## src/hw/readout_pkg.sv

```systemverilog
/* shared widths and types of the readout path, n_fe front-end channels plus one trigger source
   the word layout follows the pyBAR tags, so the top bit alone tells trigger from data */

package readout_pkg;

    localparam int unsigned word_w    = 32;       // source and fifo word
    localparam int unsigned byte_w    = 8;        // network side stream
    localparam int unsigned n_fe      = 4;        // front-end receivers
    localparam int unsigned n_src     = n_fe + 1; // source 0 is the trigger
    localparam int unsigned chan_w    = 7;        // channel id field
    localparam int unsigned payload_w = 24;       // front-end data field

    // trigger view, flag set
    typedef struct packed {
        logic                  flag;     // always 1 here
        logic [word_w-2:0]     trig_num; // 31-bit trigger number
    } trig_word_t;

    // front-end view, flag clear
    typedef struct packed {
        logic                  flag;     // always 0 here
        logic [chan_w-1:0]     chan;     // channel index plus one
        logic [payload_w-1:0]  payload;  // raw receiver data
    } data_word_t;

    // one word, decoded through the flag bit
    typedef union packed {
        trig_word_t trig;
        data_word_t data;
    } tagged_word_u;

    // per-channel receiver status
    typedef struct packed {
        logic enabled;      // channel switched on
        logic ready;        // receiver locked
        logic decoder_err;  // 8b10b errors seen
        logic overflow_err; // receiver fifo lost data
        logic fifo_full;    // receiver fifo full now
    } rx_status_t;

endpackage

```

## src/hw/status_led.sv

```systemverilog
/* blink levels toggle every slow_div or fast_div cycles of CLK40
   status inputs are taken as already in this clock domain */

`timescale 1ns/1ps

module status_led #(
    parameter int unsigned slow_div = 20_000_000,
    parameter int unsigned fast_div = 6_666_666
) (
    input  logic                                         CLK40,
    input  logic                                         i_arst_n,
    input  readout_pkg::rx_status_t [readout_pkg::n_fe-1:0] i_rx_status,
    input  logic                                         i_fifo_full,
    output logic [readout_pkg::n_fe:0]                   o_led
);

    localparam int unsigned slow_w = $clog2(slow_div + 1);
    localparam int unsigned fast_w = $clog2(fast_div + 1);

    logic [slow_w-1:0] slow_cnt;
    logic [fast_w-1:0] fast_cnt;
    logic              slow_blink; // idle channel rate
    logic              fast_blink; // decoder error rate

    always_ff @(posedge CLK40 or negedge i_arst_n) begin
        if (!i_arst_n) begin
            slow_cnt   <= '0;
            slow_blink <= 1'b0;
        end else if (slow_cnt == slow_w'(slow_div - 1)) begin
            slow_cnt   <= '0;
            slow_blink <= !slow_blink;
        end else begin
            slow_cnt <= slow_cnt + 1'b1;
        end
    end

    always_ff @(posedge CLK40 or negedge i_arst_n) begin
        if (!i_arst_n) begin
            fast_cnt   <= '0;
            fast_blink <= 1'b0;
        end else if (fast_cnt == fast_w'(fast_div - 1)) begin
            fast_cnt   <= '0;
            fast_blink <= !fast_blink;
        end else begin
            fast_cnt <= fast_cnt + 1'b1;
        end
    end

    always_comb begin
        for (int i = 0; i < readout_pkg::n_fe; i++) begin
            o_led[i] = i_rx_status[i].enabled && i_rx_status[i].ready
                       && ((i_rx_status[i].decoder_err ? fast_blink : slow_blink)
                           || i_rx_status[i].overflow_err
                           || i_rx_status[i].fifo_full); // errors hold it solid
        end
        o_led[readout_pkg::n_fe] = slow_blink || i_fifo_full; // heartbeat, solid when full
    end

endmodule

```

## config.mk

```make
export PLATFORM = sky130hd
export DESIGN_NAME = status_led
export DESIGN_NICKNAME = d
export VERILOG_FILES = /design/src/hw/readout_pkg.sv /design/src/hw/status_led.sv
export SDC_FILE = /design/constraint.sdc
export NUM_CORES = 1
export LEC_CHECK = 0
export BUFFER_PORTS_ARGS = -buffer_cell sky130_fd_sc_hd__buf_4
export CAP_MARGIN = 40
export CORE_UTILIZATION = 34
export CTS_CLUSTER_DIAMETER = 100
export DETAILED_ROUTE_END_ITERATION = 12
export GPL_TIMING_DRIVEN = 0
export SYNTH_ARGS = -nofsm -noshare
export SYNTH_HDL_FRONTEND = slang
export SYNTH_SLANG_ARGS = --single-unit
```

## constraint.sdc

```tcl
create_clock -name CLK40 -period 2.2 [get_ports CLK40]
set_clock_uncertainty 0.15 [all_clocks]
set_input_delay 0.44 -clock CLK40 [delete_from_list [all_inputs] [get_ports CLK40]]
set_output_delay 0.44 -clock CLK40 [all_outputs]
set_load 0.03 [all_outputs]
```

; After elaboration in Yosys (flattened, before gate mapping)
; Index checks and enable logic that the tools add are counted.
; Widths: inputs -> output; s select.
[totals]
ff_bits = 50
inputBits = 23
[op_classes]
eq_ne = 2
reduce_logical = 19
muxes = 6
add_sub_neg = 2
[op_table]
columns = op, n
row1 = $add 25x1->25 const B, 1
row2 = $eq 25x25->1 const B, 1
row3 = $mux 25, 1
row4 = $add 23x1->23 const B, 1
row5 = $eq 23x23->1 const B, 1
row6 = $mux 23, 1
row7 = $logic_or 1x1->1, 9
row8 = $logic_and 1x1->1, 8
row9 = $mux 1, 4
row10 = $logic_not 1->1, 2

; Depth between registers and ports, before layout
[logic_depth]
ltp_word = 4
ltp_mapped = 8

; Worst setup path after synthesis
; Ideal clock, no wire load.
[synth_path]
kind = reg2reg
startpoint = register slow_cnt[0]
endpoint = register slow_cnt[18]
path_stages_with_launch = 6
synth_period_minus_slack_ps = 1795
required_time_ps = 1925
slack_ps = 405
arrival_time_ps = 1520
cell_sequence = dfrtp_1 -> ha_1 -> and3_1 -> nand3_1 -> nor4_1 -> mux2_2
[synth_between]
elab_chain_cells = 2
word_cells_on_any_way = 3
cone_classes = 1 x add/sub / 1 x eq/ne / 1 x mux
[synth_rtl]
columns = item, line
row1 = "start, declared", status_led.sv:20  ; logic [slow_w-1:0] slow_cnt;
row2 = "start signal, assigned", status_led.sv:33  ; slow_cnt <= slow_cnt + 1'b1;
row3 = $add 25x1->25 or $eq 25x25->1 (tied branches), "status_led.sv:33, status_led.sv:29"
row4 = $mux 25 *, status_led.sv:29  ; end else if (slow_cnt == slow_w'(slow_div - 1)) begin
; Mark *: on every way between the ends. The rest lies on a longest branch, timed or not.
; A chain may end at the register's enable or synchronous reset.

; Worst setup path in the final report
[layout_path]
startpoint = register slow_blink
endpoint = output o_led[2] (netlist name)
[layout_between]
elab_chain_cells = 4
[layout_rtl]
columns = item, line
row1 = "start, declared", status_led.sv:22  ; logic slow_blink;
row2 = "start signal, assigned", status_led.sv:31  ; slow_blink <= !slow_blink;
row3 = $mux 1, status_led.sv:52  ; && ((i_rx_status[i].decoder_err ? fast_blink : slow_blink)
row4 = $logic_or 1x1->1, status_led.sv:53  ; || i_rx_status[i].overflow_err
row5 = $logic_or 1x1->1, status_led.sv:54  ; || i_rx_status[i].fifo_full);
row6 = $logic_and 1x1->1, status_led.sv:52
row7 = "end, declared", status_led.sv:14  ; output logic [readout_pkg::n_fe:0] o_led
; No other way between the ends.

==> flow_summary.json <==
{
  "tightest_slew_ns": 0.624,
  "dp_hpwl_um": 3380,
  "syn_nets": 261,
  "synth_cell_types": 43,
  "rsz0062_at_grt": "false",
  "status": "complete, but fails checks",
  "seq_area_frac_synth_pct": 50.3,
  "post-place-ws_ns": 0.112,
  "grt_antenna_before_repair": 0,
  "htreeDepth": 2,
  "route.detailed.drc": 0,
  "synth-seq-cells": 50,
  "synth_edf_count": 0,
  "yosysMostFrequentCell": "dfrtp_1",
  "critPathMaxFanout": 6,
  "leakage_nw": 1.31,
  "num_antenna_cells": 0,
  "synth_area_per_cell_um2": 10.6,
  "layout-drive-gt1-share_pct": 20.0,
  "grt_pass1_wl_um": 8140,
  "cts_tree": "built",
  "clockBufferDepth": 2,
  "power_frac_clock_pct": 36.6,
  "fin_ws_ns": 0.107,
  "drv_cap": 0,
  "grt_usage_pct": 13.9,
  "via_count": 1848,
  "wl_per_cell_um": 12.9,
  "cts.sinks": 50,
  "nFillCells": 704,
  "die_area_mm2": 0.00766,
  "worstSkewPairLatency_ns": 0.31,
  "worstSetupStartpointType": "flip-flop",
  "num_io_pins": 28,
  "dr.first_iter.drc_count": 66,
  "place.gp.congestion": 0.739,
  "maxSlewHeadroom_pct": 58.4,
  "irDropWorstVdd_mv": 0.193,
  "coreArea_mm2": 0.00694,
  "setup_viol": 0,
  "rr_worst_depth": 5,
  "die_h_um": 87.5,
  "syn_to_final_growth_pct": 17.0,
  "rows": 30,
  "synth_ff_type": "dfrtp_1",
  "ys_warn_count": 0,
  "grt_pass1_vias": 1768,
  "grt-ovfl-total": 0,
  "synth_area_leaders": "dfrtp_1 50%, xnor2_1 6.3%, xor2_1 6.3%, nor2_1 4.4%, nand3_1 3.8%",
  "firstDrtPassIters": 4,
  "async_reset_ff_share_pct": 100,
  "synth-simple-area-share_pct": 25.1,
  "synth_top_family_by_area": "simple AND/OR/NAND/NOR gates",
  "synth_area_mm2": 0.00249,
  "start_util_pct": 35.8,
  "final_nets": 295,
  "slew_viol_final": 0,
  "drt-total-wl_um": 4730,
  "vias_per_cell": 5.05,
  "die_w_um": 87.5,
  "synthMuxAreaShare_pct": 2.67,
  "failed_checks": "negative hold slack",
  "grt_max_degree": 51,
  "hold_viol_final": 21,
  "combPwrFrac_pct": 4.5,
  "cts_setup_buffers": 0,
  "cellPowerDensity_mw_per_mm2": 535,
  "path_class": "flip-flop to output pin",
  "fmax_ghz": 0.478,
  "p_int_w": 0.00121,
  "switching_power_w": 0.000352,
  "ant_nets": 0,
  "sequentialPowerShare_pct": 58.9,
  "yosys-top-cells-count": "50 x dfrtp_1, 29 x nor2_1, 19 x nand3_1, 18 x xnor2_1, 18 x xor2_1",
  "cp.arrival_ns": 1.50,
  "synth_top_area_share_pct": 50.3,
  "swShare_pct": 22.6,
  "period_minus_slack_ns": 2.09,
  "final.setup.tns_ns": 0,
  "cts_made_buffers": 5,
  "netlist_instances": 235,
  "synth-adder-area-share_pct": 1.51,
  "synth_xor_area_share_pct": 12.7,
  "synth_compound_area_share_pct": 5.84,
  "cts.clk_slew.worst_paths_ns": 0.10,
  "whs_ns": -0.0206,
  "port_buffers": 27,
  "cts-root-buf": "clkbuf_8",
  "hold_class": "primary input to asynchronous set/reset pin",
  "synth_largest_area_cell": "dfrtp_1",
  "end_kind": "output pin",
  "required_ns": 1.61,
  "fin_crit_sh_pct": 95.1
}
## metrics by stage
stage	instances	instance area, µm²	hold WS [ns]	util, %	total power [W]
after CTS	366	2910	0.00712	41.8	0.00159
after global routing	366	2910	0.0305	41.9	0.00163
after global placement	358	2810	0.310	40.5	0.00101
after floorplan	235	2490	-0.00559	-	0.000953
final	366	2910	-0.0206	41.9	0.00156
after detailed placement	358	2810	0.310	40.5	0.00101
## cell type report
class	instances	area, µm²	share of cell area (%)
timing repair buffer	27	203	6.96
sequential	50	1250	43.0
clock inverter	2	12.5	0.430
tap	96	120	4.13
buffer	4	32.5	1.12
inverter	4	15.0	0.516
multi-input combinational	177	1190	41.0
clock buffer	6	82.6	2.84
## kinds of logic (layout without fill, tap and decap cells)
group	Yosys count	after routing
AO/OA/AOI/OAI	20	20
multiplexers	6	6
buffers and inverters	8	43
flip-flops	50	50
XOR/XNOR	36	36
AND/OR/NAND/NOR	112	112
adder cells (fa/ha/maj)	3	3
## state kept, by name, summed over array words and instances (netlist names)
| register | count |
|---|---|
| fast_blink | 1 |
| fast_cnt | 23 |
| slow_blink | 1 |
| slow_cnt | 25 |
## per-layer routing
metal / global-route usage, % / vias to the layer above / wire length, µm
met5: 0 / - / 0
met2: 22.2 / 37 / 2140
met1: 18.2 / 896 / 2280
met3: 3.20 / 7 / 211
li1: - / 908 / -
met4: 5.81 / 0 / 93
## power by group through the flow
stage / combinational (W) / clock, W / sequential [W]
detailed placement: 0.0000725 / 0 / 0.000936
global route: 0.0000776 / 0.000630 / 0.000918
global placement: 0.0000719 / 0 / 0.000936
CTS: 0.0000723 / 0.000596 / 0.000918
finish: 0.0000697 / 0.000570 / 0.000918
floorplan: 0.0000160 / 0 / 0.000937
## final timing paths
check,start,endpoint,slack [ns]
setup / recovery,slow_blink$_DFFE_PN0N_,o_led[2],0.11
hold / removal,i_arst_n,slow_cnt[2]$_DFF_PN0_,-0.02
setup reg to reg,slow_cnt[0]$_DFF_PN0_,slow_cnt[18]$_DFF_PN0_,0.25
hold reg to reg,slow_cnt[6]$_DFF_PN0_,slow_cnt[6]$_DFF_PN0_,0.32
max in group asynchronous,i_arst_n,fast_cnt[17]$_DFF_PN0_,1.48
min in group CLK40,slow_cnt[6]$_DFF_PN0_,slow_cnt[6]$_DFF_PN0_,0.32
## placed cells by master (no fill, tap or decap), types with 3 or more instances in the layout
master    instances
nor3_1            5
o311a_1           4
mux2_2            5
and4_1            5
buf_4            27
nand4_1          11
nand3_1          18
nand2_1          15
and3_1            4
xnor2_1          18
nor2_1           29
clkbuf_8          6
dfrtp_1          50
xor2_1           18
o21ai_0           6
inv_1             4
ha_1              3
nor4_1            4
## critical path, stage by stage (launching register included)
cell	delay, ns
dfrtp_1	0.45
mux2_2	0.29
o311a_1	0.29
buf_4	0.17
## what timing repair did
action	4_1_cts	5_1_grt
resized for setup	0	1
hold buffers	0	0
setup endpoints to repair	0	2
Note: power is estimated with default switching activity, not from simulation.
