File: src/hw/readout_pkg.sv
/* shared widths and types of the readout path, n_fe front-end channels plus one trigger source
   the word layout follows the pyBAR tags, so the top bit alone tells trigger from data */

package readout_pkg;

    localparam int unsigned word_w    = 32;       // source and fifo word
    localparam int unsigned byte_w    = 8;        // network side stream
    localparam int unsigned n_fe      = 4;        // front-end receivers
    localparam int unsigned n_src     = n_fe + 1; // source 0 is the trigger
    localparam int unsigned chan_w    = 7;        // channel id field
    localparam int unsigned payload_w = 24;       // front-end data field

    // trigger view, flag set
    typedef struct packed {
        logic                  flag;     // always 1 here
        logic [word_w-2:0]     trig_num; // 31-bit trigger number
    } trig_word_t;

    // front-end view, flag clear
    typedef struct packed {
        logic                  flag;     // always 0 here
        logic [chan_w-1:0]     chan;     // channel index plus one
        logic [payload_w-1:0]  payload;  // raw receiver data
    } data_word_t;

    // one word, decoded through the flag bit
    typedef union packed {
        trig_word_t trig;
        data_word_t data;
    } tagged_word_u;

    // per-channel receiver status
    typedef struct packed {
        logic enabled;      // channel switched on
        logic ready;        // receiver locked
        logic decoder_err;  // 8b10b errors seen
        logic overflow_err; // receiver fifo lost data
        logic fifo_full;    // receiver fifo full now
    } rx_status_t;

endpackage

File: src/hw/word_serializer.sv
/* splits each tagged word into bytes, bits 7:0 first
   a new word loads when idle or in the cycle the last byte goes, so bytes can run back to back */

`timescale 1ns/1ps

module word_serializer (
    input  logic                             CLK40,
    input  logic                             i_arst_n,
    input  logic                             i_word_valid,
    input  readout_pkg::tagged_word_u        i_word,
    input  logic                             i_byte_ready,
    output logic                             o_word_ready,
    output logic                             o_byte_valid,
    output logic [readout_pkg::byte_w-1:0]   o_byte_data
);

    localparam int unsigned n_bytes = readout_pkg::word_w / readout_pkg::byte_w;
    localparam int unsigned bidx_w  = $clog2(n_bytes);

    logic [readout_pkg::word_w-1:0] shreg;     // remaining bytes, lowest goes next
    logic [bidx_w-1:0]              byte_idx;  // byte now on the output
    logic                           busy;
    logic                           byte_xfer;
    logic                           last_xfer;
    logic                           load;

    assign byte_xfer    = busy && i_byte_ready;
    assign last_xfer    = byte_xfer && byte_idx == bidx_w'(n_bytes - 1);
    assign o_word_ready = !busy || last_xfer;
    assign load         = i_word_valid && o_word_ready;

    assign o_byte_valid = busy;
    assign o_byte_data  = shreg[readout_pkg::byte_w-1:0];

    always_ff @(posedge CLK40 or negedge i_arst_n) begin
        if (!i_arst_n) begin
            busy     <= 1'b0;
            byte_idx <= '0;
        end else begin
            if (load) begin
                busy     <= 1'b1;
                byte_idx <= '0;
            end else if (last_xfer) begin
                busy     <= 1'b0; // nothing waiting
                byte_idx <= '0;
            end else if (byte_xfer) begin
                byte_idx <= byte_idx + 1'b1;
            end
        end
    end

    always_ff @(posedge CLK40) begin
        if (load) begin
            shreg <= i_word;
        end else if (byte_xfer) begin
            shreg <= shreg >> readout_pkg::byte_w; // next byte down
        end
    end

    a_byte_stable : assert property (@(posedge CLK40) disable iff (!i_arst_n)
        o_byte_valid && !i_byte_ready |=> o_byte_valid && $stable(o_byte_data));

endmodule

File: config.mk
export PLATFORM = sky130hd
export DESIGN_NAME = word_serializer
export DESIGN_NICKNAME = d
export VERILOG_FILES = /design/src/hw/readout_pkg.sv /design/src/hw/word_serializer.sv
export SDC_FILE = /design/constraint.sdc
export NUM_CORES = 1
export LEC_CHECK = 0
export ABC_CLOCK_PERIOD_IN_PS = 3200
export BUFFER_PORTS_ARGS = -buffer_cell sky130_fd_sc_hd__buf_2
export CAP_MARGIN = 20
export CORE_AREA = 2 2 60 62
export DETAILED_ROUTE_END_ITERATION = 8
export DIE_AREA = 0 0 62 64
export PLACE_DENSITY_LB_ADDON = 0.25
export SLEW_MARGIN = 20
export SYNTH_ARGS = -nofsm -noshare
export SYNTH_HDL_FRONTEND = slang
export SYNTH_SLANG_ARGS = --single-unit
File: constraint.sdc
create_clock -name CLK40 -period 3.2 [get_ports CLK40]
set_input_delay 0.96 -clock CLK40 [delete_from_list [all_inputs] [get_ports CLK40]]
set_output_delay 0.96 -clock CLK40 [all_outputs]
set_load 0.005 [all_outputs]
### Word level (Yosys, flattened, before mapping)

Index checks and enable logic that the tools add are counted.

| operators by class | value |
|---|---|
| add/sub/neg operators | 1 |
| eq/ne operators | 1 |
| muxes and demuxes | 7 |
| reductions and logical operators | 8 |

Operators with widths:

| cell | number |
|---|---|
| $mux 32 | 2 |
| $mux 2 | 3 |
| $reduce_bool 2->1 | 2 |
| $logic_and 1x1->1 | 3 |
| $reduce_bool 3->1 | 1 |
| $add 2x1->2 const B | 1 |
| $eq 2x2->1 const B | 1 |
| $mux 1 | 2 |
| $logic_not 1->1 | 1 |
| $logic_or 1x1->1 | 1 |

| word-level totals | value |
|---|---|
| bits in registers | 35 |
| output and inout port bits | 10 |
| word-level logic and storage cells | 20 |

### Logic depth before layout (Yosys ltp)

| logic depth | value |
|---|---|
| depth after elaboration | 5 |
| gate-level depth with buffers | 5 |
| gate-level depth less buffers | 4 |

### Least setup slack after synthesis

No wires, ideal clock.

| timing | value |
|---|---|
| path kind | input-to-output |
| from | in i_byte_ready |
| to | out o_word_ready |
| arrival | 1.327 ns |
| required time | 2.240 ns |
| setup slack | 0.913 ns |
| stages on the path | 2 |
| path buffers | 1 |
| path through | a21bo_4 buf_2 |

| on the way | value |
|---|---|
| word-level cells in the longest chain between the ends | 3 |

Ends and longest elaborated chain:

| element | RTL line | RTL |
|---|---|---|
| start: declaration | word_serializer.sv:11 | `input logic i_byte_ready,` |
| $logic_and 1x1->1 | word_serializer.sv:27 | `assign byte_xfer = busy && i_byte_ready;` |
| $logic_and 1x1->1 | word_serializer.sv:28 | `assign last_xfer = byte_xfer && byte_idx == bidx_w'(n_bytes - 1);` |
| $logic_or 1x1->1 | word_serializer.sv:29 | `assign o_word_ready = !busy \|\| last_xfer;` |
| end: declaration | word_serializer.sv:12 | `output logic o_word_ready,` |

Every way passes these cells.

### Worst setup path after layout

Ends and elaborated chain as after synthesis.

==> metrics.sh <==
CRITPATHMAXFANOUT=11
SYN_AREA_UM2=1670
WORST_PIN_SLEW_NS=0.742
HOLD-WORST-SLACK_NS=0.390
FINALSETUPTNS_NS=0
FP.DIEH_UM=64
CLOCKROOTBUFFER='sky130_fd_sc_hd__clkbuf_4'
GRTUSAGETOTAL_PCT=14.2
FIN_SKEW_NS=0.00615
TIMING_MAX_TRANSITION_VIOLATIONS_FINAL=0
ROUTE.DETAILED.DRC=0
WORSTSETUPENDPOINT='o_word_ready'
FIN_AREA_UM2=1950
TRITONCTS.NUM_BUFFERS=5
STATIC-LEAKAGE-POWER_nW=0.884
PLACEDINSTANCEAREA_UM2=1850
DATA_REQUIRED_TIME_AT_THE_WORST_ENDPOINT_NS=2.24
MOSTFREQUENTLAYOUTCELL='sky130_fd_sc_hd__buf_2'
ANTENNADIODECOUNT=0
FINAL_NETS=171
CRIT_START='i_byte_ready'
FIRST_PASS_ITERS=2
SYNTH_UNIQUE_CELLS=21
USE_MET3_PCT=5.06
NETSWITCHINGFRACTION_PCT=23.1
SETUP_VIOL=0
DIE_AREA_UM2=3970
PLACE_INST=173
RUN_STATUS='finished clean'
SLEW-LIMIT-HEADROOM_PCT=50.5
NUMPORTBUFFERS=45
CRIT_PATH_LAUNCH_TYPE='input port'
RRSETUPSLACK_NS=1.37
INTPOWER_mW=1.08
FLOORPLAN.ROWS=21
INITIAL_CORE_UTIL_PCT=51.0
LAYOUT.CELLS.MOST_COMMON_LIST='sky130_fd_sc_hd__buf_2, sky130_fd_sc_hd__edfxtp_1, sky130_fd_sc_hd__mux2_4'
VIAS_PER_CELL=4.92
POSTSYNTHNETCOUNT=131
GRT_OVERFLOW_TOTAL=0
CTS_REPAIR_RESIZE_COUNT=0
WORST_R2R_PATH_DEPTH=4
CRITICAL_PATH_CLASS='in -> out'
DRV_CAP=0
CLKSINKCOUNT=35
RSZ0062_AT_GRT='false'
CTS.REPORTEDPATHS.CLKPINSLEW_NS=0.11
NUMBER_OF_GLOBAL_ROUTE_VIAS_BEFORE_REPAIR=882
POST_CTS_HOLD_BUFFER_COUNT=0
POSTCTSSETUPBUFFERS=0
GLOBALROUTE.BUSIESTLAYER='met2'
SYNTH_TOP_AREA_SHARE_PCT=57.4
DIE_W_UM=62
CORE_REGION_AREA_UM2=3280
SYNTH-WARNING-COUNT=0
FINALHOLDVIOLATIONS=0
HOLD_CLASS='in -> async'
POWER.SHARE.SEQUENTIAL_PCT=48.0
IO_PINS=46
ANT_NETS=0
INSTANCE_COUNT_OF_THE_MAPPED_NETLIST=94
GRT_PASS1_WL_UM=3970
WORST-ENDPOINT-ARRIVAL_NS=1.51
WORST_R2R_STARTPOINT='byte_idx[0]'
PWR-SHARE-CLK_PCT=28.0
PLACE.DETAILED.HPWL_UM=1720
IRDROPWORSTVDD_V=0.000342
CLOCK_INSERTION_DELAY_WORST_SKEW_NS=0.34
YS_FF_LATCH=35
SYNTHTOPCELLSBYAREA='sky130_fd_sc_hd__edfxtp_1, sky130_fd_sc_hd__mux2_4, sky130_fd_sc_hd__dfrtp_1, sky130_fd_sc_hd__buf_4, sky130_fd_sc_hd__mux2_2'
CLOCK_TREE_FROM_TRITONCTS='done'
ENDPOINT_OF_THE_MOST_CRITICAL_REGISTER_TO_REGISTER_PATH='shreg[21]'
GP_CONGESTION=0.628
TIMING.CRITICAL_PATH.TO_TYPE='output port'
FINAL_PERIOD_MINUS_WORST_SETUP_SLACK_NS=2.47
GRT_UTIL_MET2_PCT=23.4
WIRELENGTH_UM=2440
POWER.TOTAL_mW=1.40
SYNTH.AVG_CELL_AREA_UM2=17.8
ROUTED_LENGTH_PER_PLACED_INSTANCE_UM=13.5
POWER_PER_CELL_AREA_nW_PER_UM2=717
VIA_COUNT=890
DRT_ITER0_MARKERS=21
MAX_FREQ_GHz=0.405
DRIVE_ABOVE_1_SHARE_PCT=59.3
SYN2LAYOUT_AREA_GROWTH_PCT=16.7
P_SW_mW=0.324
LARGEST_NET_DEGREE_AT_THE_START_OF_GLOBAL_ROUTING=33
LAYOUTNONFILLERINSTCOUNT=181
SYNTH.YOSYS.SEQ_AREA_SHARE_PCT=61.9
SYNTHDOMINANTAREACELLTYPE='sky130_fd_sc_hd__edfxtp_1'
PERIOD_SHARE_PCT=77.1
LOGIC_GATE_SHARE_OF_TOTAL_POWER_PCT=24.0
CLOCK_PATH_BUFFERS=2
GRT.MET1_USAGE_PCT=15.5
CLOCK_TREE.HTREE_LEVEL_COUNT=2
ANTENNA_FOUND_INITIAL=0
[registers in the layout, indices dropped and copies added, names as in the netlist]
name / count
shreg: 32
byte_idx: 2
o_byte_valid: 1
[power by group through the flow]
| stage | Clock (mW) | Sequential [mW] | Combinational, mW |
|---|---|---|---|
| finish | 0.393 | 0.672 | 0.336 |
| global route | 0.421 | 0.686 | 0.370 |
| CTS | 0.402 | 0.673 | 0.341 |
| detailed placement | 0 | 0.683 | 0.341 |
| global placement | 0 | 0.673 | 0.322 |
| floorplan | 0 | 0.671 | 0.308 |
[synthesized netlist by cell type]
library cell / n
sky130_fd_sc_hd__a21bo_4: 1
sky130_fd_sc_hd__buf_2: 1
sky130_fd_sc_hd__nand2_8: 1
sky130_fd_sc_hd__mux2_4: 20
sky130_fd_sc_hd__ha_1: 1
sky130_fd_sc_hd__mux2_2: 5
sky130_fd_sc_hd__nor2b_1: 1
sky130_fd_sc_hd__nor3b_1: 1
sky130_fd_sc_hd__nand2b_1: 2
sky130_fd_sc_hd__o21ai_0: 2
sky130_fd_sc_hd__clkbuf_1: 1
sky130_fd_sc_hd__o211ai_1: 1
sky130_fd_sc_hd__buf_4: 8
sky130_fd_sc_hd__and2b_1: 1
sky130_fd_sc_hd__buf_12: 2
sky130_fd_sc_hd__a31oi_1: 1
sky130_fd_sc_hd__nand4b_1: 1
sky130_fd_sc_hd__and3_1: 8
sky130_fd_sc_hd__edfxtp_1: 32
sky130_fd_sc_hd__nand3b_1: 1
sky130_fd_sc_hd__dfrtp_1: 3
[per-layer routing]
metal  vias to the layer above  wire length, um
met1                       421              965
met4                         0               46
met3                         4              158
li1                        431                -
met2                        34             1270
met5                         -                0
[cell families after synthesis]
group	count (synthesis)	synth area share, %
buf+inv	12	6.50
compound gates	5	2.39
flops	35	61.9
fa+ha+maj	1	0.747
mux	25	21.3
simple gates	16	7.18
[cell type report]
type	instances	area (um^2)
fillers	265	1330
flip-flops and latches	35	1040
multi-input cells	47	529
clock buffers	5	37.5
clock inverters	3	67.6
repair buffers	45	225
well taps	46	57.6
[how the worst min path moves through the flow]
stage / depth (start not counted) / to / slack (ns) / from
floorplan: 1 / shreg[19] / 0.52 / shreg[27]
global placement: 1 / shreg[23] / 0.53 / shreg[31]
detailed placement: 1 / shreg[8] / 0.53 / shreg[16]
CTS: 1 / byte_idx[1] / 0.38 / i_arst_n
global route: 1 / byte_idx[1] / 0.37 / i_arst_n
finish: 1 / byte_idx[0] / 0.39 / i_arst_n
[through the flow]
| stage | util, % | setup slack [ns] |
|---|---|---|
| 2_1_floorplan | - | 0.913 |
| 3_3_place_gp | 56.3 | 0.754 |
| 3_5_place_dp | 56.3 | 0.734 |
| 4_1_cts | 59.5 | 0.734 |
| 5_1_grt | 59.5 | 0.705 |
| 6_report | 59.5 | 0.732 |
[worst max-delay path, stage by stage]
cell                      delay (ns)
sky130_fd_sc_hd__buf_2          0.14
sky130_fd_sc_hd__a21bo_4        0.27
sky130_fd_sc_hd__buf_2          0.14
Note: power is estimated with default switching activity, not from simulation.
