## src/hw/readout_pkg.sv

```systemverilog
/* shared widths and types of the readout path, n_fe front-end channels plus one trigger source
   the word layout follows the pyBAR tags, so the top bit alone tells trigger from data */

package readout_pkg;

    localparam int unsigned word_w    = 32;       // source and fifo word
    localparam int unsigned byte_w    = 8;        // network side stream
    localparam int unsigned n_fe      = 4;        // front-end receivers
    localparam int unsigned n_src     = n_fe + 1; // source 0 is the trigger
    localparam int unsigned chan_w    = 7;        // channel id field
    localparam int unsigned payload_w = 24;       // front-end data field

    // trigger view, flag set
    typedef struct packed {
        logic                  flag;     // always 1 here
        logic [word_w-2:0]     trig_num; // 31-bit trigger number
    } trig_word_t;

    // front-end view, flag clear
    typedef struct packed {
        logic                  flag;     // always 0 here
        logic [chan_w-1:0]     chan;     // channel index plus one
        logic [payload_w-1:0]  payload;  // raw receiver data
    } data_word_t;

    // one word, decoded through the flag bit
    typedef union packed {
        trig_word_t trig;
        data_word_t data;
    } tagged_word_u;

    // per-channel receiver status
    typedef struct packed {
        logic enabled;      // channel switched on
        logic ready;        // receiver locked
        logic decoder_err;  // 8b10b errors seen
        logic overflow_err; // receiver fifo lost data
        logic fifo_full;    // receiver fifo full now
    } rx_status_t;

endpackage

```

## src/hw/word_fifo.sv

```systemverilog
/* show-ahead word fifo, depth must be a power of two
   a written word is visible on the read side one cycle later, full is the source veto */

`timescale 1ns/1ps

module word_fifo #(
    parameter int unsigned depth = 16
) (
    input  logic                      CLK40,
    input  logic                      i_arst_n,
    input  logic                      i_wr_valid,
    input  readout_pkg::tagged_word_u i_wr_word,
    input  logic                      i_rd_ready,
    output logic                      o_wr_ready,
    output logic                      o_rd_valid,
    output readout_pkg::tagged_word_u o_rd_word,
    output logic                      o_full
);

    localparam int unsigned addr_w = $clog2(depth);

    readout_pkg::tagged_word_u mem [depth];
    logic [addr_w-1:0]         wr_ptr;
    logic [addr_w-1:0]         rd_ptr;
    logic [addr_w:0]           count;  // one extra bit to tell full from empty
    logic                      wr_en;
    logic                      rd_en;

    assign o_full     = count == (addr_w+1)'(depth);
    assign o_wr_ready = !o_full;
    assign o_rd_valid = count != '0;
    assign o_rd_word  = mem[rd_ptr]; // head shown ahead

    assign wr_en = i_wr_valid && o_wr_ready;
    assign rd_en = o_rd_valid && i_rd_ready;

    always_ff @(posedge CLK40) begin
        if (wr_en) begin
            mem[wr_ptr] <= i_wr_word;
        end
    end

    always_ff @(posedge CLK40 or negedge i_arst_n) begin
        if (!i_arst_n) begin
            wr_ptr <= '0;
            rd_ptr <= '0;
            count  <= '0;
        end else begin
            if (wr_en) begin
                wr_ptr <= wr_ptr + 1'b1; // wraps at depth
            end
            if (rd_en) begin
                rd_ptr <= rd_ptr + 1'b1;
            end
            case ({wr_en, rd_en})
                2'b10:   count <= count + 1'b1;
                2'b01:   count <= count - 1'b1;
                default: count <= count; // both or neither
            endcase
        end
    end

    // full stays full unless read, so nothing is written over the head
    a_no_overflow : assert property (@(posedge CLK40) disable iff (!i_arst_n)
        o_full && !rd_en |=> o_full);

    // empty stays empty unless written, so a read never underruns
    a_no_underrun : assert property (@(posedge CLK40) disable iff (!i_arst_n)
        !o_rd_valid && !wr_en |=> !o_rd_valid);

endmodule

```

## config.mk

```make
export PLATFORM = sky130hd
export DESIGN_NAME = word_fifo
export DESIGN_NICKNAME = d
export VERILOG_FILES = /design/src/hw/readout_pkg.sv /design/src/hw/word_fifo.sv
export SDC_FILE = /design/constraint.sdc
export NUM_CORES = 1
export LEC_CHECK = 0
export ABC_AREA = 1
export BUFFER_PORTS_ARGS = -buffer_cell sky130_fd_sc_hd__buf_2
export CORE_MARGIN = 2
export CORE_UTILIZATION = 67
export CTS_CLUSTER_DIAMETER = 50
export CTS_CLUSTER_SIZE = 28
export DETAILED_ROUTE_END_ITERATION = 8
export PLACE_DENSITY = 0.87
export SETUP_SLACK_MARGIN = 0.02
export SLEW_MARGIN = 40
export SYNTH_ARGS = -nofsm -noshare
export SYNTH_HDL_FRONTEND = slang
export SYNTH_SLANG_ARGS = --single-unit
```

## constraint.sdc

```tcl
create_clock -name CLK40 -period 7.1 [get_ports CLK40]
set_clock_uncertainty 0.1 [all_clocks]
set_input_delay 1.42 -clock CLK40 [delete_from_list [all_inputs] [get_ports CLK40]]
set_output_delay 1.42 -clock CLK40 [all_outputs]
set_load 0.05 [all_outputs]
```

# Word-level counts from Yosys, hierarchy flattened
# Memories as Yosys holds them, arrays and structs flattened.
# Cells that the tools add are included.
totals:
  register_bits: 13
  mem_bits_rw: 512
  output_inout_bits: 35
  word_cells: 19
  n_memories: 1
mem_list:
  columns: ["name", "depth", "width", "read_ports", "rd_ports_with_merged_regs", "write_ports", "line_no", "rtl"]
  rows:
  - ["mem", 16, 32, 1, 0, 1, "word_fifo.sv:22", "readout_pkg::tagged_word_u mem [depth];"]
classes:
  add_sub_neg: 4
  n_eq_ne: 3
  mux: 3
  reduce_logical: 5
ops:
  columns: ["cell", "n"]
  rows:
  - ["$pmux 5 s2", 1]
  - ["$add 4x1->4 const B", 2]
  - ["$add 5x1->5 const B", 1]
  - ["$eq 5x5->1 const B", 1]
  - ["$reduce_bool 5->1", 1]
  - ["$sub 5x1->5 const B", 1]
  - ["$eq 2x1->1 const B", 1]
  - ["$eq 2x2->1 const B", 1]
  - ["$logic_and 1x1->1", 2]
  - ["$mux 1", 2]
  - ["$reduce_bool 2->1", 1]
  - ["$logic_not 1->1", 1]

# Depth between registers and ports, before layout
depth:
  word_depth: 5
  mapped_depth: 13
  ltp_nobuf: 13

# Worst setup path after synthesis
# OpenSTA, ideal clock, no wires.
synth_path:
  path_type: "input to register"
  from: "input port i_wr_valid"
  to: "memory mem[0][0] (netlist name), enable pin"
  setup_time_ns: 0.421
  t_arrival_ns: 3.215
  required_ns: 6.579
  setup_slack_ns: 3.364
  path_stages: 4
  n_path_buf: 0
  path_cell_list: "nand2_1 -> inv_1 -> nand2_1 -> nor2_1"
synth_between:
  elab_chain_cells: 3
synth_lines:
  columns: ["item", "line_no", "rtl"]
  rows:
  - ["start, declared", "word_fifo.sv:11", "input logic i_wr_valid,"]
  - ["$logic_and 1x1->1", "word_fifo.sv:34", "assign wr_en = i_wr_valid && o_wr_ready;"]
  - ["$mux 1", "word_fifo.sv:38", "if (wr_en) begin"]
  - ["$mux 1 (implied by the code)", "word_fifo.sv:39", "mem[wr_ptr] <= i_wr_word;"]
  - ["end, declared", "word_fifo.sv:22", null]
# No other way between the ends.

==> results.env <==
FILL_CELLS=1932
CTS_BUFFER_COUNT=38
SYNTHESIS.YOSYS.WARNINGS=0
WORSTPATHMAXFANOUT=36
HOLD_SLACK_NS=0.453
FINAL-HOLD-VIOLATION-COUNT=0
ACHIEVABLE-FREQUENCY_MHz=200
SYNTH.YOSYS.SEQ_AREA_SHARE_PCT=70.8
DETAIL_ROUTE.WIRELENGTH_UM=52700
GLOBALROUTETOTALUTIL_PCT=31.2
FLOORPLAN.DIE_AREA_MM2=0.0346
FINALSETUPTNS_NS=0
CTS-HTREE-LEVELS=2
FRACTION_OF_FINAL_LAYOUT_CELLS_WITH_DRIVE_STRENGTH_GREATER_THAN_1_PCT=8.66
TIMING.REG2REG.WORST_PATH_DEPTH=7
ANTENNA_FOUND_INITIAL=2
YS_TYPES=19
CTS_ROOT_BUF='sky130_fd_sc_hd__clkbuf_16'
DRTPASS1ITERATIONS=6
POWER_LEAKAGE_nW=10.0
UNREPAIRED_SETUP_ENDPOINTS_AFTER_GLOBAL_ROUTING='false'
SETUP.REG_TO_REG.WORST_SLACK_NS=4.16
CLK-INSERTION-DELAY-LATE_NS=0.55
FF_LATCH_AREA_MM2=0.0157
TIMING.CRITICAL_PATH.TO_TYPE='output pin'
SETUP_VIOL=0
TIGHTEST_SLEW_NS=0.859
MIN-DELAY-START='count[2]$_DFFE_PN0P_'
CTS_HOLD_REPAIR.BUFFERS=0
SYNTHCELLS=2112
TRITONCTS='done'
LAUNCH_POINT_OF_THE_WORST_REG_TO_REG_PATH='count[0]$_DFFE_PN0P_'
TIMING.HOLD.WORST.CLASS='reg -> reg'
REQUIRED_NS=5.58
VDD_DROP_MAX_uV=432
STD_CELL_ROWS=66
STARTPOINT='rd_ptr[1]$_DFFE_PN0P_'
TIMING.CRITICAL_PATH.FROM_TYPE='register'
HORIZ_DIE_DIM_UM=186
POST-ROUTE-UTIL_PCT=74.8
GPL.FINAL_WEIGHTED_CONGESTION=0.772
POST_CTS_RESIZE_COUNT=0
FINAL_CRITICAL_PATH_SHARE_OF_THE_CLOCK_PERIOD_PCT=70.5
GRT_REMAINING_OVERFLOW=0
CLOCK_SINK_COUNT=525
CLOCK_PATH_BUFFERS=3
FIN_CELLS=2626
DESIGN.CORE.AREA_MM2=0.0325
PORT_BUFFERS=70
LAYOUT.NETS=2199
P_TOTAL_mW=10.2
WORST_SLEW_MARGIN_REL_PCT=42.6
REMAINING_DRC_ERRORS=0
WORSTREG2REGEND='mem[14][8]$_DFFE_PP_'
INITIALDRTVIOLATIONCOUNT=2246
GRT_PASS1_WL_UM=80500
OUTCOME='finished clean'
CP_DATA_ARRIVAL_TIME_NS=3.48
ENDPOINT_OF_THE_WORST_SETUP_TIMING_PATH='o_rd_word[19]'
NUMBER_OF_MAX_SLEW_VIOLATIONS_IN_THE_FINAL_REPORT=0
WORST-SETUP-PATH-TYPE='reg -> out'
INITIAL_CORE_UTIL_PCT=68.1
POWER_DENSITY_mW_PER_MM2=418
IOS=71
FIRST_GLOBAL_VIAS=15230
ANT_NETS=0
GROWTH_OF_DESIGN_AREA_FROM_SYNTHESIS_TO_FINISH_PCT=9.77
ROUTED_VIA_DENSITY=5.78
POSTSYNTHREGISTERBITS=525
MOSTFREQUENTLAYOUTCELLS='sky130_fd_sc_hd__nand2_1, sky130_fd_sc_hd__edfxtp_1, sky130_fd_sc_hd__inv_1, sky130_fd_sc_hd__nand3_1, sky130_fd_sc_hd__nor2_1'
DETAIL_ROUTE.WL_PER_CELL_UM=20.1
CAP_VIOL_MAX_COUNT=0
PLACED_CELLS=2555
ROUTED-VIA-COUNT=15184
LEADING_CELL_TYPE_IN_THE_LAYOUT_FILL_AND_TAPS_EXCLUDED='sky130_fd_sc_hd__nand2_1'
GRT_START_MAX_NET_PINS=129
AREA_OF_COMBINATIONAL_CELLS_WITH_MULTIPLE_INPUTS_MM2=0.00531
FLOORPLAN.DIE.HEIGHT_UM=186
FINAL_PERIOD_DEMAND_OF_THE_WORST_PATH_NS=5.00
CLK_PIN_SLEW_WORST_PATHS_NS=0.08
POSTSYNTHNETCOUNT=2158
AVGSYNTHCELLAREA_UM2=10.5
DETAILED_PLACE_HPWL_UM=26900
SYNTH.CELL_AREA_MM2=0.0222
POST-CTS-SETUP-BUFFER-COUNT=0
Yosys cell counts:
cell | number | area share [%]
sky130_fd_sc_hd__buf_1 | 7 | 0.12
sky130_fd_sc_hd__inv_2 | 4 | 0.068
sky130_fd_sc_hd__xor2_1 | 4 | 0.16
sky130_fd_sc_hd__ha_1 | 9 | 0.51
sky130_fd_sc_hd__fa_1 | 1 | 0.090
sky130_fd_sc_hd__buf_4 | 8 | 0.27
sky130_fd_sc_hd__o21ai_0 | 4 | 0.090
sky130_fd_sc_hd__nor2_4 | 1 | 0.051
sky130_fd_sc_hd__buf_6 | 1 | 0.051
sky130_fd_sc_hd__clkbuf_1 | 18 | 0.30
sky130_fd_sc_hd__nand4_1 | 3 | 0.085
sky130_fd_sc_hd__xnor2_1 | 3 | 0.12
sky130_fd_sc_hd__buf_2 | 63 | 1.4
sky130_fd_sc_hd__dfrtp_1 | 13 | 1.5
sky130_fd_sc_hd__nand3_1 | 198 | 4.5
sky130_fd_sc_hd__edfxtp_1 | 512 | 69
sky130_fd_sc_hd__nor2_1 | 211 | 3.6
sky130_fd_sc_hd__nand2_1 | 843 | 14
sky130_fd_sc_hd__inv_1 | 209 | 3.5
stage by stage:
step / cell area, um^2 / setup slack (ns)
floorplan: 22200 / 3.36
global placement: 22900 / 2.83
detailed placement: 23000 / 2.82
CTS: 24300 / 2.18
global route: 24300 / 1.98
finish: 24300 / 2.10
layout make-up:
type	instances	area share [%]
Clock inverter	26	1.34
Antenna cell	2	0.0206
Timing Repair Buffer	98	2.53
Tap cell	442	2.27
Inverter	213	3.32
Multi-Input combinational cell	1277	21.8
Sequential cell	525	64.5
Clock buffer	43	4.15
layer usage:
| metal | global-route usage [%] | routed length [um] | up-vias |
|---|---|---|---|
| met5 | 0 | 0 | - |
| met4 | 13.5 | 2160 | 0 |
| met3 | 5.87 | 5660 | 188 |
| met2 | 53.2 | 26100 | 957 |
| met1 | 39.4 | 18800 | 7132 |
| li1 | - | - | 6907 |
critical path: stages, from the launching register on:
cell                      delay, ns
sky130_fd_sc_hd__dfrtp_2       0.80
sky130_fd_sc_hd__nand2_1       0.17
sky130_fd_sc_hd__inv_2         0.67
sky130_fd_sc_hd__buf_4         0.49
sky130_fd_sc_hd__nand2_1       0.13
sky130_fd_sc_hd__nor2_1        0.16
sky130_fd_sc_hd__nor2_1        0.10
sky130_fd_sc_hd__nand2_1       0.08
sky130_fd_sc_hd__nand2_1       0.08
sky130_fd_sc_hd__buf_2         0.22
where the power goes:
part	switching (mW)	internal, mW	total, mW
sequential	0.176	3.71	3.89
clock	1.16	1.13	2.30
combinational	3.04	0.939	3.98
sequential cells by signal (all words and copies together), names as in the netlist:
register and flops:
mem 512, count 5, rd_ptr 4, wr_ptr 4
cells by family (layout without fill, tap and decap cells):
logic type,after synthesis,in the layout,synth area share [%]
compound gates,4,4,0.0903
buf+inv,310,380,5.77
simple gates,1256,1256,22.4
flops,525,525,70.8
fa+ha+maj,10,10,0.598
other cells,0,2,0
xor+xnor,7,7,0.277
how the worst min path moves through the flow:
stage                                end  depth (start not counted)  slack [ns]
global route        count[2]$_DFFE_PN0P_                          2        0.48
CTS                 count[2]$_DFFE_PN0P_                          2        0.45
detailed placement  count[2]$_DFFE_PN0P_                          2        0.43
finish              count[2]$_DFFE_PN0P_                          2        0.45
global placement    count[2]$_DFFE_PN0P_                          2        0.40
floorplan           count[2]$_DFFE_PN0P_                          2        0.38
No activity file was read; power rests on OpenSTA's default activity.
