[src/hw/readout_pkg.sv]
/* shared widths and types of the readout path, n_fe front-end channels plus one trigger source
   the word layout follows the pyBAR tags, so the top bit alone tells trigger from data */

package readout_pkg;

    localparam int unsigned word_w    = 32;       // source and fifo word
    localparam int unsigned byte_w    = 8;        // network side stream
    localparam int unsigned n_fe      = 4;        // front-end receivers
    localparam int unsigned n_src     = n_fe + 1; // source 0 is the trigger
    localparam int unsigned chan_w    = 7;        // channel id field
    localparam int unsigned payload_w = 24;       // front-end data field

    // trigger view, flag set
    typedef struct packed {
        logic                  flag;     // always 1 here
        logic [word_w-2:0]     trig_num; // 31-bit trigger number
    } trig_word_t;

    // front-end view, flag clear
    typedef struct packed {
        logic                  flag;     // always 0 here
        logic [chan_w-1:0]     chan;     // channel index plus one
        logic [payload_w-1:0]  payload;  // raw receiver data
    } data_word_t;

    // one word, decoded through the flag bit
    typedef union packed {
        trig_word_t trig;
        data_word_t data;
    } tagged_word_u;

    // per-channel receiver status
    typedef struct packed {
        logic enabled;      // channel switched on
        logic ready;        // receiver locked
        logic decoder_err;  // 8b10b errors seen
        logic overflow_err; // receiver fifo lost data
        logic fifo_full;    // receiver fifo full now
    } rx_status_t;

endpackage

[src/hw/source_arbiter.sv]
/* round-robin over the selected sources, trigger hold pins the grant to source 0
   ready is combinational and one-hot, the tagged word leaves one cycle after the handshake */

`timescale 1ns/1ps

module source_arbiter (
    input  logic                                                  CLK40,
    input  logic                                                  i_arst_n,
    input  logic [readout_pkg::n_src-1:0]                         i_src_valid,
    input  logic [readout_pkg::n_src-1:0][readout_pkg::word_w-1:0] i_src_data,
    input  logic [readout_pkg::n_src-1:0]                         i_src_sel,
    input  logic                                                  i_trig_hold,
    input  logic                                                  i_out_ready,
    output logic [readout_pkg::n_src-1:0]                         o_src_ready,
    output logic                                                  o_out_valid,
    output readout_pkg::tagged_word_u                             o_out_word
);

    localparam int unsigned idx_w = $clog2(readout_pkg::n_src);

    logic [readout_pkg::n_src-1:0] elig;     // selected and holding a word
    logic [idx_w-1:0]              last_q;   // last source served
    logic [idx_w-1:0]              pick;     // winner this cycle
    logic                          any_req;  // some source eligible
    logic                          can_load; // output register free or draining
    logic                          take;     // handshake with the winner
    readout_pkg::tagged_word_u     tag;      // winner word after tagging

    assign elig     = i_src_valid & i_src_sel;
    assign can_load = !o_out_valid || i_out_ready; // refill in the drain cycle
    assign take     = any_req && can_load;

    always_comb begin : rr_pick
        int unsigned cand;
        cand    = 0;
        pick    = last_q;
        any_req = 1'b0;
        if (i_trig_hold && elig[0]) begin // hold wins over rotation
            pick    = '0;
            any_req = 1'b1;
        end else begin
            for (int k = 1; k <= readout_pkg::n_src; k++) begin
                cand = (int'(last_q) + k) % readout_pkg::n_src; // start after last served
                if (!any_req && elig[cand]) begin
                    pick    = idx_w'(cand);
                    any_req = 1'b1;
                end
            end
        end
    end

    always_comb begin
        o_src_ready = '0;
        if (take) begin
            o_src_ready[pick] = 1'b1; // at most one grant
        end
    end

    always_comb begin : tagger
        tag = '0;
        if (pick == '0) begin
            tag.trig.flag     = 1'b1;
            tag.trig.trig_num = i_src_data[0][readout_pkg::word_w-2:0];
        end else begin
            tag.data.flag    = 1'b0;
            tag.data.chan    = readout_pkg::chan_w'(pick); // index 1..n_fe is channel + 1
            tag.data.payload = i_src_data[pick][readout_pkg::payload_w-1:0];
        end
    end

    always_ff @(posedge CLK40 or negedge i_arst_n) begin
        if (!i_arst_n) begin
            o_out_valid <= 1'b0;
            last_q      <= idx_w'(readout_pkg::n_src - 1); // trigger comes first
        end else begin
            if (can_load) begin
                o_out_valid <= any_req;
            end
            if (take) begin
                last_q <= pick;
            end
        end
    end

    always_ff @(posedge CLK40) begin
        if (take) begin
            o_out_word <= tag;
        end
    end

    a_onehot_ready : assert property (@(posedge CLK40) disable iff (!i_arst_n)
        $onehot0(o_src_ready));

endmodule

[config.mk]
export PLATFORM = sky130hd
export DESIGN_NAME = source_arbiter
export DESIGN_NICKNAME = d
export VERILOG_FILES = /design/src/hw/readout_pkg.sv /design/src/hw/source_arbiter.sv
export SDC_FILE = /design/constraint.sdc
export NUM_CORES = 1
export LEC_CHECK = 0
export BUFFER_PORTS_ARGS = -buffer_cell sky130_fd_sc_hd__buf_2
export CORE_MARGIN = 2
export CORE_UTILIZATION = 25
export DETAILED_ROUTE_END_ITERATION = 10
export PLACE_DENSITY = 0.5
export SLEW_MARGIN = 20
export SYNTH_ARGS = -nofsm -noshare
export SYNTH_HDL_FRONTEND = slang
export SYNTH_SLANG_ARGS = --single-unit
[constraint.sdc]
create_clock -name CLK40 -period 15.28 [get_ports CLK40]
set_input_delay 0 -clock CLK40 [delete_from_list [all_inputs] [get_ports CLK40]]
set_output_delay 0 -clock CLK40 [all_outputs]
set_load 0.01 [all_outputs]
## Word-level counts from Yosys, hierarchy flattened

Cells that the tools add are included.
Widths: inputs -> output; s select.

- Bitwise operators: 1
- Div/mod/pow operators: 5
- Add/subtract/negate cells: 5
- $lt $le $gt $ge: 7
- Shift-type cells: 0
- Equality and inequality tests: 0
- $mul: 0
- Reduce and logical (&&, ||, !) cells: 14
- Muxes and demuxes: 32

Operators by type and width:

| kind | count |
|---|---|
| $lt 32x4->1 const B | 5 |
| $mod 32x3->32 const B | 5 |
| $bmux 32 s3 | 1 |
| $mux 32 | 1 |
| $mux 24 | 1 |
| $mux 3 | 6 |
| $mux 1 | 16 |
| $bmux 1 s3 | 5 |
| $add 3x2->4 const B | 2 |
| $add 3x3->4 const B | 2 |
| $logic_and 1x1->1 | 7 |
| $and 5x5->5 | 1 |
| $logic_not 1->1 | 5 |
| $mux 5 | 1 |
| $add 3x1->4 const B | 1 |
| $lt 3x4->1 const B | 1 |
| $demux 1 s3 | 1 |
| $ge 3x1->1 const B | 1 |
| $logic_not 3->1 | 1 |
| $logic_or 1x1->1 | 1 |

- ROM bits: 0
- Memories kept: 0
- Bits in latches: 0
- Word-level logic and storage cells: 68
- Register bits after elaboration: 36
- Input port bits: 174
- Bits in writable memories: 0

## Depth between registers and ports, before layout

- Depth in word-level cells: 27
- Gate-level depth with buffers: 22
- Mapped depth without buffers: 19

## Least setup slack after synthesis

No wires, ideal clock.

- Path kind: reg2reg
- Start: register last_q[0]
- End: register o_out_word[14] (netlist name), data pin
- Data required time: 15.024 ns
- Setup time: 0.256 ns
- Clock period less this slack: 5.335 ns
- Arrival time: 5.078 ns
- Setup slack: 9.945 ns
- Stages on the path, launching flop included: 21
- Cells stage by stage: dfrtp_1 > buf_2 > inv_2 > ha_1 > buf_4 > clkbuf_1 > nand2_1 > ha_1 > nor2b_1 > nor4_1 > a21o_1 > a222oi_1 > mux2_2 > nand2b_1 > nand2b_1 > o31ai_1 > and2_1 > buf_2 > buf_1 > mux4_2 > a22o_1

RTL lines:

| element | RTL line | source |
|---|---|---|
| start, declared | source_arbiter.sv:22 | `logic [idx_w-1:0] last_q;` |
| start signal, assigned | source_arbiter.sv:74 | `last_q <= idx_w'(readout_pkg::n_src - 1);` |
| start signal, assigned | source_arbiter.sv:80 | `last_q <= pick;` |
| end signal, assigned | source_arbiter.sv:87 | `o_out_word <= tag;` |
| end, declared | source_arbiter.sv:16 | `output readout_pkg::tagged_word_u o_out_word` |

## Worst setup path after layout

- Start: register last_q[0]
- End: output o_src_ready[4] (netlist name)

- Cells in the longest elaborated chain, start to end: 27

Ends and longest elaborated chain:

| element | RTL line | source |
|---|---|---|
| $add 3x1->4 | source_arbiter.sv:43 | `cand = (int'(last_q) + k) % readout_pkg::n_src;` |
| $mod 32x3->32 | source_arbiter.sv:43 |  |
| $bmux 1 s3 | source_arbiter.sv:44 | `if (!any_req && elig[cand]) begin` |
| $mux 1 (implied by the code) | source_arbiter.sv:44 |  |
| $mux 1 | source_arbiter.sv:44 |  |
| $mux 1 | source_arbiter.sv:38 | `if (i_trig_hold && elig[0]) begin` |
| $logic_not 1->1 | source_arbiter.sv:44 |  |
| $logic_and 1x1->1 | source_arbiter.sv:44 |  |
| [11 not listed] | -- |  |
| $logic_and 1x1->1 | source_arbiter.sv:44 |  |
| $mux 3 | source_arbiter.sv:44 |  |
| $mux 3 | source_arbiter.sv:38 |  |
| $lt 3x4->1 (implied by the code) or $ge 3x1->1 (tied branches) | source_arbiter.sv:55 | `o_src_ready[pick] = 1'b1;` |
| $logic_and 1x1->1 (implied by the code) | source_arbiter.sv:55 |  |
| $mux 1 (implied by the code) | source_arbiter.sv:55 |  |
| $demux 1 s3 | source_arbiter.sv:55 |  |
| $mux 5 (*) | source_arbiter.sv:54 | `if (take) begin` |
| end, declared | source_arbiter.sv:14 | `output logic [readout_pkg::n_src-1:0] o_src_ready,` |

Mark *: on every way between the ends. The rest lies on a longest branch, timed or not. The select of a mux whose other input is x is not followed.

==> impl_results.md <==
* Status: finished clean
* Share of cells above drive strength 1 at between 40% and 50%
* DR iter-0 viols at about 240
* Via count at 3873
* Syn Area/Cell at 10.4 sq um
* Slowest stage delay, CP at roughly 0.67 ns
* Cell area after synthesis at roughly 4000 sq um
* CORE AREA at approximately 16000 sq um
* Drt pass-1 iters at 4
* R2r setup slk at approximately 9 ns
* Max-Cap Viols at 0
* Initial antenna violation count at 0
* Gate Count Post-Synth at roughly 380
* Crit path max fanout at 36
* Commonest non-fill, non-tap cell in the layout: buf_2
* Most frequent CP cell: ha_1
* Reg-to-reg endpoint: o_out_word[8]
* Worst reg2reg path depth at 19
* Layout overhead on the synthesized area at 31.0%
* Startpoint types: flop
* GRT overflow at 0
* Total negative slack at 0 ns
* Drt drc at 0
* ANT nets after route at 0
* Clk buf depth at 2
* Syn Nets at slightly below 600
* Worst endpoint data arrival time at approximately 6.4 ns
* Critical path's top delay family: buffers and inverters
* Detailed placer's ending HPWL at roughly 10000 um
* Worst EP required at about 15 ns
* Hold Startpoint: i_src_data[26]
* H-Tree Depth at 2
* Max-Slew Margin vs Limit at 48.2%
* Total GRT Usage at ~14%
* Crit-path slowest cell: ha_1
* Inserted Clock Buffers at 5
* Vias in the first global route at around 3600
* Period minus WS final at roughly 6.4 ns
* Placer Congestion at about 0.85
* Sequential area share after synthesis at 26.6%
* Worst hold path type: input port to flop
* FF-to-FF Start: last_q[0]
* Final setup viols at 0
* RSZ-0062 raised after global routing: no
* Filler cells at between 1500 and 2000
* CTS tree: done
* Kind of critical path: flop to output pin
* Most used DFF post-synth: edfxtp_1
* Rows at 46
* Post-DR vias/cell at 5.02
* Detailed Route WL at approximately 13000 um
* Buf/Inv on CP at 5
* Final Hold Viols at 0
* PostCTS Resize Cnt at 0
* Global-route wire length before repair at between 15000 and 20000 um
* Clock Skews at around 0.0035 ns
* Hold path depth at 3
* Crit share post-route at a little over two fifths
* Post-CTS Hold Buffers at 1
* Crit-path cells: buf_4 -> inv_2 -> ha_1 -> ha_1 -> nor3_1 -> o22ai_1 -> xnor2_1 -> ha_1 -> nand2b_1 -> a31oi_2 -> xnor2_1 -> mux2i_1 -> a221o_1 -> nor2_1 -> a211oi_1 -> o221ai_4 -> buf_4 -> nor3b_4 -> buf_6 -> and2_1 -> buf_2
* EDFF count, synth at 32
* Chip Height at 130 um
* Worst Hold Path EP: o_out_word[26]
* Nets at about 760
* Routed len/inst at ~17 um
* Worst Tran Pin Value at approximately 0.78 ns
* DP Worst Slack at approximately 8.6 ns
* Commonest non-fill, non-tap cells in the layout: 178 x buf_2, 32 x edfxtp_1, 26 x ha_1, 25 x mux4_2, 25 x a22o_1
* Core Util, Final at around a third
* CTS clk-pin slew, worst paths at around 0.05 ns
* #FFs+latches synth at 36
* Port Buffers at between 150 and 200
* Fin. max-slew vios at 0
* Setup repair bufs after CTS at 0
* Clk_lat worst skew at between 0.2 and 0.3 ns
* Sink Count at 36
* Initial core utilization at between 20% and 30%
* Max frequency at between 0.15 and 0.2 GHz
* Diodes inserted at 0
* Final setup margin at slightly below 9 ns
* Largest net degree at the start of global routing at 37
* Fraction of registers with async set/reset at around 11%
* CTS root buf: clkbuf_16
* Worst Setup End Kind: output pin
* DIE AREA at between 15000 and 20000 sq um
* Overall die width at between 100 and 150 um
* Synth unique cells at 83
* Syn. warnings at 0
* Num ports at 212
## synthesized netlist by cell type (7+ instances only)
library cell / number / area share, %
xnor2_1: 7 / 1.5
edfxtp_1: 32 / 24
nand2_1: 22 / 2.1
a22o_1: 25 / 5.5
ha_1: 26 / 8.1
nand2b_1: 7 / 1.1
clkbuf_1: 9 / 0.85
and2_1: 12 / 1.9
inv_1: 15 / 1.4
nor2_1: 18 / 1.7
o21ai_0: 11 / 1.4
mux2i_1: 8 / 2.0
nor3_1: 8 / 1.0
nand3_1: 13 / 1.6
mux4_2: 25 / 14
a21oi_1: 15 / 1.9
## per-layer routing
metal	up-vias	track usage, %	part of all wire [%]
li1	1860	-	-
met4	0	3.32	0.86
met2	138	24.7	51
met3	8	1.91	6.1
met1	1867	18.5	42
met5	-	0	0
## worst min-delay path, stage by stage
cell and delay, ns:
buf_2 0.07, nand3_1 0.05, nand2_1 0.06
## flip-flops by register name (all words and copies together) (netlist names)
name,cells
last_q,3
o_out_valid,1
o_out_word,32
## area by class of cell
type                    count  area, sq um  area share [%]
clock buffers               6          129            2.46
clock inverters             2         11.3           0.215
well taps                 216          270            5.16
multi-input cells         305         2730            52.2
inverters                  21         78.8            1.51
flip-flops and latches     36         1060            20.3
repair buffers            185          950            18.1
## how the worst max path moves through the flow
stage | from | end | slack, ns | depth (start not counted)
detailed placement | last_q[0] | o_out_word[11] | 8.59 | 19
global route | last_q[0] | o_src_ready[4] | 8.32 | 21
global placement | last_q[0] | o_out_word[19] | 8.73 | 19
floorplan | last_q[0] | o_out_word[14] | 9.95 | 20
CTS | last_q[0] | o_src_ready[4] | 8.40 | 20
finish | last_q[0] | o_src_ready[4] | 8.89 | 21
## logic make-up after synthesis
group	after synthesis	share of synthesized area, %
AOI/OAI and AO/OA	114	22.9
xor gates and xnor gates	10	2.76
adders and majority gates	28	8.90
buffers and inverters	43	5.26
DFF	36	26.6
muxes	37	17.2
and+or+nand+nor	116	16.4
## stage by stage
step	cells	instance area (sq um)	hold slack (ns)
final	771	5230	0.0198
after global routing	771	5230	0.0172
after CTS	770	5220	0.0112
after detailed placement	761	5070	-0.179
after global placement	761	5070	-0.181
after floorplan	384	3990	-0.296
Power is left out: the tool's default activity adds up to more than one toggle a clock period on the data nets, which glitch-free logic cannot reach.
